<file path="src/design/board_pkg.sv">
package board_pkg;

    // width of a reset phase length
    localparam int TIMER_W = 16;

    // reset phase length or remaining count
    typedef logic [TIMER_W-1:0] rst_cnt_t;

    // number of video frames, sets the led blink rate
    typedef logic [7:0] frame_cnt_t;

    // led request from the game
    // bit 0 lights the led steadily
    // bit 1 asks for a blink to get attention
    typedef logic [1:0] game_led_t;

    // reset phases in the order they normally run
    // ST_ROM_LOAD holds the game in reset while a rom is downloaded
    typedef enum logic [2:0] {
        ST_WAIT_LOCK,
        ST_SDRAM_INIT,
        ST_SYS_RST,
        ST_GAME_RST,
        ST_RUN,
        ST_ROM_LOAD
    } reset_state_t;

endpackage

</file>
<file path="src/design/reset_timer.sv">
`timescale 1ns/1ps

module reset_timer import board_pkg::*; (
    input  logic     clk_rom,
    input  logic     rst_n,
    input  logic     load,
    input  rst_cnt_t length,
    output logic     done
);

    rst_cnt_t count;

    // the count takes the new length at the edge that sees load,
    // so the first cycle of the phase already holds the full length
    always_ff @(posedge clk_rom) begin
        if (!rst_n) begin
            count <= '0;
        end else if (load) begin
            count <= length;
        end else if (count != '0) begin
            count <= count - rst_cnt_t'(1);
        end
    end

    // count of one is the last cycle of the loaded length
    // zero means idle, which also reads as done
    assign done = (count[TIMER_W-1:1] == '0);

endmodule

</file>
<file path="src/design/reset_fsm.sv">
`timescale 1ns/1ps

module reset_fsm import board_pkg::*; #(
    parameter rst_cnt_t INIT_CYCLES     = 16'd64,
    parameter rst_cnt_t SYS_RST_CYCLES  = 16'd16,
    parameter rst_cnt_t GAME_RST_CYCLES = 16'd32
) (
    input  logic     clk_rom,
    input  logic     rst_n,
    input  logic     pll_locked,
    input  logic     rst_req,
    input  logic     soft_rst,
    input  logic     dwnld_busy,
    input  logic     ioctl_wr,
    input  logic     ioctl_cart,
    input  logic     timer_done,
    output logic     timer_load,
    output rst_cnt_t timer_length,
    output logic     sdram_init,
    output logic     rst,
    output logic     game_rst
);

    reset_state_t state;
    reset_state_t state_nxt;
    logic         rom_wr;
    logic         after_init;
    logic         game_phase;

    // any download write that is not cartridge data resets the game
    assign rom_wr = ioctl_wr & dwnld_busy & ~ioctl_cart;

    // states past the sdram initialisation, where requests are honoured
    assign after_init = (state == ST_SYS_RST) || (state == ST_GAME_RST) ||
                        (state == ST_RUN) || (state == ST_ROM_LOAD);

    // soft reset only touches a running or resetting game
    assign game_phase = (state == ST_RUN) || (state == ST_GAME_RST);

    always_comb begin
        state_nxt    = state;
        timer_load   = 1'b0;
        timer_length = '0;
        if (!pll_locked) begin
            // lock loss beats everything
            state_nxt = ST_WAIT_LOCK;
        end else if (rom_wr && after_init) begin
            // a rom write wins over a reset request in the same cycle
            // and keeps the machine in ST_ROM_LOAD if already there
            state_nxt = ST_ROM_LOAD;
        end else if (rst_req && after_init) begin
            state_nxt    = ST_SYS_RST;
            timer_load   = 1'b1;
            timer_length = SYS_RST_CYCLES;
        end else if (soft_rst && game_phase) begin
            // restart the game phase, even from inside it
            state_nxt    = ST_GAME_RST;
            timer_load   = 1'b1;
            timer_length = GAME_RST_CYCLES;
        end else begin
            case (state)
                ST_WAIT_LOCK: begin
                    state_nxt    = ST_SDRAM_INIT;
                    timer_load   = 1'b1;
                    timer_length = INIT_CYCLES;
                end
                ST_SDRAM_INIT: begin
                    if (timer_done) begin
                        state_nxt    = ST_SYS_RST;
                        timer_load   = 1'b1;
                        timer_length = SYS_RST_CYCLES;
                    end
                end
                ST_SYS_RST: begin
                    if (timer_done) begin
                        state_nxt    = ST_GAME_RST;
                        timer_load   = 1'b1;
                        timer_length = GAME_RST_CYCLES;
                    end
                end
                ST_GAME_RST: begin
                    if (timer_done) begin
                        state_nxt = ST_RUN;
                    end
                end
                ST_RUN: begin
                    state_nxt = ST_RUN;
                end
                ST_ROM_LOAD: begin
                    // download over, the game gets a full reset phase
                    if (!dwnld_busy) begin
                        state_nxt    = ST_GAME_RST;
                        timer_load   = 1'b1;
                        timer_length = GAME_RST_CYCLES;
                    end
                end
                default: begin
                    state_nxt = ST_WAIT_LOCK;
                end
            endcase
        end
    end

    always_ff @(posedge clk_rom) begin
        if (!rst_n) begin
            state <= ST_WAIT_LOCK;
        end else begin
            state <= state_nxt;
        end
    end

    // each output covers the ones before it, so ordering holds by construction
    assign sdram_init = (state == ST_WAIT_LOCK) || (state == ST_SDRAM_INIT);
    assign rst        = sdram_init || (state == ST_SYS_RST);
    assign game_rst   = rst || (state == ST_GAME_RST) || (state == ST_ROM_LOAD);

endmodule

</file>
<file path="src/design/led_driver.sv">
`timescale 1ns/1ps

module led_driver import board_pkg::*; #(
    parameter frame_cnt_t BLINK_FRAMES = 8'd4
) (
    input  logic      clk_rom,
    input  logic      rst_n,
    input  logic      rst,
    input  logic      lvbl,
    input  logic      dwnld_busy,
    input  logic      osd_shown,
    input  game_led_t game_led,
    output logic      led
);

    logic       lvbl_q;
    logic       frame_edge;
    logic       blink;
    logic       blink_q;
    frame_cnt_t frame_cnt;
    frame_cnt_t frame_cnt_nxt;

    // falling edge of lvbl, flagged one cycle after lvbl is seen low
    always_ff @(posedge clk_rom) begin
        if (!rst_n) begin
            lvbl_q     <= 1'b0;
            frame_edge <= 1'b0;
        end else begin
            lvbl_q     <= lvbl;
            frame_edge <= lvbl_q & ~lvbl;
        end
    end

    // download activity or a game request both blink
    assign blink         = dwnld_busy | game_led[1];
    assign frame_cnt_nxt = frame_cnt + frame_cnt_t'(1);

    always_ff @(posedge clk_rom) begin
        if (!rst_n || rst) begin
            led       <= 1'b0;
            blink_q   <= 1'b0;
            frame_cnt <= '0;
        end else begin
            blink_q <= blink;
            if (!blink) begin
                // steady modes, osd first
                frame_cnt <= '0;
                led       <= osd_shown | game_led[0];
            end else if (!blink_q) begin
                // new blink phase starts lit
                // a frame edge in this cycle is not counted
                frame_cnt <= '0;
                led       <= 1'b1;
            end else if (frame_edge) begin
                if (frame_cnt_nxt >= BLINK_FRAMES) begin
                    frame_cnt <= '0;
                    led       <= ~led;
                end else begin
                    frame_cnt <= frame_cnt_nxt;
                end
            end
        end
    end

endmodule

</file>
<file path="src/design/board_supervisor.sv">
`timescale 1ns/1ps

module board_supervisor import board_pkg::*; #(
    parameter rst_cnt_t   INIT_CYCLES     = 16'd64,
    parameter rst_cnt_t   SYS_RST_CYCLES  = 16'd16,
    parameter rst_cnt_t   GAME_RST_CYCLES = 16'd32,
    parameter frame_cnt_t BLINK_FRAMES    = 8'd4
) (
    input  logic      clk_rom,
    input  logic      rst_n,
    input  logic      pll_locked,
    input  logic      rst_req,
    input  logic      soft_rst,
    input  logic      dwnld_busy,
    input  logic      ioctl_wr,
    input  logic      ioctl_cart,
    input  logic      lvbl,
    input  logic      osd_shown,
    input  game_led_t game_led,
    output logic      sdram_init,
    output logic      rst,
    output logic      game_rst,
    output logic      led
);

    logic     timer_load;
    rst_cnt_t timer_length;
    logic     timer_done;

    // one timer serves every reset phase
    reset_timer u_timer (
        .clk_rom    ( clk_rom      ),
        .rst_n      ( rst_n        ),
        .load       ( timer_load   ),
        .length     ( timer_length ),
        .done       ( timer_done   )
    );

    reset_fsm #(
        .INIT_CYCLES     ( INIT_CYCLES     ),
        .SYS_RST_CYCLES  ( SYS_RST_CYCLES  ),
        .GAME_RST_CYCLES ( GAME_RST_CYCLES )
    ) u_fsm (
        .clk_rom      ( clk_rom      ),
        .rst_n        ( rst_n        ),
        .pll_locked   ( pll_locked   ),
        .rst_req      ( rst_req      ),
        .soft_rst     ( soft_rst     ),
        .dwnld_busy   ( dwnld_busy   ),
        .ioctl_wr     ( ioctl_wr     ),
        .ioctl_cart   ( ioctl_cart   ),
        .timer_done   ( timer_done   ),
        .timer_load   ( timer_load   ),
        .timer_length ( timer_length ),
        .sdram_init   ( sdram_init   ),
        .rst          ( rst          ),
        .game_rst     ( game_rst     )
    );

    // led stays dark while the system is in reset
    led_driver #(
        .BLINK_FRAMES ( BLINK_FRAMES )
    ) u_led (
        .clk_rom    ( clk_rom    ),
        .rst_n      ( rst_n      ),
        .rst        ( rst        ),
        .lvbl       ( lvbl       ),
        .dwnld_busy ( dwnld_busy ),
        .osd_shown  ( osd_shown  ),
        .game_led   ( game_led   ),
        .led        ( led        )
    );

endmodule

</file>
<file path="config.mk">
export PLATFORM = sky130hd
export DESIGN_NAME = board_supervisor
export DESIGN_NICKNAME = d
export VERILOG_FILES = /design/src/design/board_pkg.sv /design/src/design/reset_timer.sv /design/src/design/reset_fsm.sv /design/src/design/led_driver.sv /design/src/design/board_supervisor.sv
export SDC_FILE = /design/constraint.sdc
export NUM_CORES = 1
export LEC_CHECK = 0
export ABC_AREA = 1
export BUFFER_PORTS_ARGS = -buffer_cell sky130_fd_sc_hd__buf_2
export CORE_MARGIN = 2
export CORE_UTILIZATION = 55
export DETAILED_ROUTE_END_ITERATION = 10
export MAX_ROUTING_LAYER = met4
export PLACE_DENSITY = 0.78
export RECOVER_POWER = 50
export SLEW_MARGIN = 10
export SYNTH_ARGS = -nofsm -noshare
export SYNTH_HDL_FRONTEND = slang
export SYNTH_SLANG_ARGS = --single-unit
</file>
<file path="constraint.sdc">
create_clock -name clk_rom -period 2.1 [get_ports clk_rom]
set_input_delay 0.315 -clock clk_rom [delete_from_list [all_inputs] [get_ports clk_rom]]
set_output_delay 0.315 -clock clk_rom [all_outputs]
set_load 0.02 [all_outputs]
</file>
==> key figures <==
Synthesis
  • Post-synth cell types: 24
  • Summed instance area of the synthesized netlist: 0.00171 sq mm
  • Mean cell area of the mapped netlist: 6.67 sq um
  • Net count of the mapped netlist: between 200 and 300
  • Synthesized netlist cell count: approximately 260
  • Total of warnings raised by yosys: 0
  • Register bit total from synthesis: 31
  • Post-synth top flop: sky130_fd_sc_hd__dfxtp_1
  • Async set-reset flop share out of synthesis: 0%
  • Fraction of the yosys area taken by sequential cells: 36.2%
  • Number of synthesized flops with an enable pin: 0

CTS
  • Clock latency reported for the late side of the worst-skew pair: 340 ps
  • TritonCTS sink count: 31
  • Clock input transition at the sequential cells of the worst setup and hold paths: around 100 ps
  • Resize count post-CTS: 0
  • Post-CTS Setup Repair Bufs: 0
  • Total number of H-tree levels: 2
  • Quantity of hold-fixing buffers added after cts: 0
  • CTS Buf Count: 5
  • Clock tree from TritonCTS: done
  • CTS max path bufs: 2
  • Buffer cell driving the clock tree root: sky130_fd_sc_hd__clkbuf_4

Floorplan
  • Die span in x: roughly 60 microns
  • Die Height: roughly 60 microns
  • I/O pin cnt: 16
  • Number of rows in the core area: 20
  • Initial cell density of the core: a little under three fifths
  • Die ar.: roughly 0.0036 sq mm
  • Core Box Area: ~0.003 sq mm

Global routing
  • Largest net degree at the start of global routing: 11
  • Grt total ovfl: 0
  • Combined global-route utilization of all metal layers: between 20% and 30%
  • Initial antenna violation count: 0
  • Via count of the first global-routing pass: 1,360
  • First-pass GRT wire length: roughly 5.5 mm

Route
  • Aggregate routed wire length: 3.37 mm
  • Starting DRT DRC Count: 66
  • Total number of vias: ~1.5k
  • Routed length per instance: between 10 and 15 microns
  • Detailed-route DRC error count: 0
  • Remaining antenna violation count: 0
  • Pre-Repair DR Iteration Count: 4
  • Average vias per placed instance: between 4 and 5

STA
  • Max-slew violation count: 0
  • Setup repair after global routing missed its margin: no
  • Min Tclk post-route: 1790 ps
  • Number of hold violations in the final report: 0
  • Setup TNS: 0 ps
  • Clock skew after layout: about 9.5 ps
  • Final setup fails: 0
  • Max frequency: about 560 MHz
  • Headroom to the max-slew limit: around 74%
  • Tightest Pin Transition: between 300 and 400 ps
  • Final cycle utilization of the critical path: 85.4%

Setup path
  • Critical path launch point type: register
  • Crit end category: register
  • Classification of the worst setup path: reg2reg
  • Maximum fanout along the worst path: 6
  • Worst path max stage delay: between 300 and 400 ps
  • Crit path cell chain: inv_1 -> ha_1 -> nand2_1 -> nor2_1 -> nand3b_1 -> nand2_1 -> nor2_1 -> nand2_1 -> nor2_1 -> nor3_2
  • CP max stage cell: sky130_fd_sc_hd__dfxtp_1
  • CP required: ~2300 ps
  • Data arrival time at the worst-slack endpoint: ~2000 ps

Layout
  • Ant diodes: 0
  • Storage element area: between 600 and 700 sq um
  • Layout-stage area growth over the synthesis result: 11.5%
  • Net count reported at finish: 294
  • Layout cell share with drive strength beyond 1: around 10%
  • Post-Layout Inst Area: roughly 0.0019 sq mm
  • Multi-input gate area: a little under 0.001 sq mm
  • FILL cells: 306

Place
  • Detail Placement HPWL: 2.57 mm
  • Cell area reported after detailed placement: roughly 0.0018 sq mm
  • Placer congestion estimate: 0.926
  • IO buf count: 15

Power
  • Static leakage power: around 0.00094 uW
  • Maximum VDD drop: slightly below 0.0009 V
  • Ratio of total power to cell area: 1540 mW/mm^2

Status
  • Outcome: finished clean

Job
  • Maxcap violations: 0

Min path
  • Hold Crit Class: in2reg
## report_power, final
| group | internal (uW) | switching, uW | leakage, uW |
|---|---|---|---|
| logic | 603 | 962 | 0.000635 |
| registers | 736 | 144 | 0.000253 |
| clock network | 281 | 215 | 0.0000482 |
| total | 1620 | 1320 | 0.000936 |
## path summary, 6_finish.rpt
check | slack (ps) | start | end | cells after the start
max | 310 | u_timer.count[0] | u_timer.count[15] | 10
min | 140 | lvbl | u_led.frame_edge | 2
max reg2reg | 310 | u_timer.count[0] | u_timer.count[15] | 10
min reg2reg | 420 | u_led.lvbl_q | u_led.frame_edge | 2
## area by class of cell
type                            count  share of cell area, %
Timing Repair Buffer               15                   3.60
Inverter                           31                   6.09
Sequential cell                    31                   32.5
Clock buffer                        6                   2.69
Clock inverter                      2                   1.83
Multi-Input combinational cell    195                   51.1
Tap cell                           33                   2.16
## cell usage after synthesis, drive strengths merged (3+ instances only)
cell type  count  area (sq um)
nand3         27           145
dfxtp         31           621
xor2           7          61.3
xnor2          6          52.6
nand2         62           253
nor2          55           206
a21oi          9          48.8
nand3b         4          30.0
nor3           8          45.0
inv           31           116
nand4          4          25.0
o21ai          5          25.0
ha             3          37.5
## per-stage QoR
step / hold WS, ps / instances / total power, uW / utilization, % / setup slack, ps
2_1_floorplan: 387 / 257 / 2160 / - / 541
3_3_place_gp: 410 / 305 / 2430 / 61.0 / 415
3_5_place_dp: 423 / 305 / 2450 / 61.0 / 306
4_1_cts: 135 / 313 / 2960 / 63.8 / 290
5_1_grt: 137 / 313 / 3240 / 63.6 / 97.8
6_report: 140 / 313 / 2940 / 63.6 / 307
## routing by layer
layer | track usage [%] | vias to the layer above | wire, microns
li1 | - | 860 | -
met1 | 26.4 | 648 | 1690
met2 | 32.8 | 29 | 1490
met3 | 4.55 | 5 | 136
met4 | 9.21 | 0 | 53
met5 | - | - | 0
## cell families (layout without fill, tap and decap cells)
group           after synthesis  after routing  share of synthesized area, %
buf+inv                      31             54                          6.79
compound gates               17             17                          6.35
fa+ha+maj                     3              3                          2.19
simple gates                162            162                          41.8
xor+xnor                     13             13                          6.64
flops                        31             31                          36.2
## registers in the layout, summed over array words and instances, names as in the netlist
| signal | count |
|---|---|
| u_fsm.state | 3 |
| u_led.blink_q | 1 |
| u_led.frame_cnt | 8 |
| u_led.frame_edge | 1 |
| u_led.led | 1 |
| u_led.lvbl_q | 1 |
| u_timer.count | 16 |
## layout by cell type, fill, tap and decap left out, types with 2 or more instances in the layout
master and count:
sky130_fd_sc_hd__nand3b_1 4, sky130_fd_sc_hd__o21ai_0 5, sky130_fd_sc_hd__nand4_1 4, sky130_fd_sc_hd__nor2_1 55, sky130_fd_sc_hd__clkbuf_1 5, sky130_fd_sc_hd__xnor2_1 6
sky130_fd_sc_hd__nand3_2 2, sky130_fd_sc_hd__nand3_1 25, sky130_fd_sc_hd__ha_1 3, sky130_fd_sc_hd__nand2_4 2, sky130_fd_sc_hd__dfxtp_1 31, sky130_fd_sc_hd__nor3_1 7
sky130_fd_sc_hd__xor2_1 7, sky130_fd_sc_hd__a21oi_1 8, sky130_fd_sc_hd__buf_2 10, sky130_fd_sc_hd__nand2_2 2, sky130_fd_sc_hd__inv_1 30, sky130_fd_sc_hd__nand2_1 58
sky130_fd_sc_hd__clkbuf_4 5
## worst max-delay path: cells and delay by family, from the launching register on
family	cells	cell delay [ps]
AND/OR/NAND/NOR	8	1060
flip-flops	1	320
adder cells (fa/ha/maj)	1	250
buffers and inverters	1	70
(Power assumes the default switching activity.)
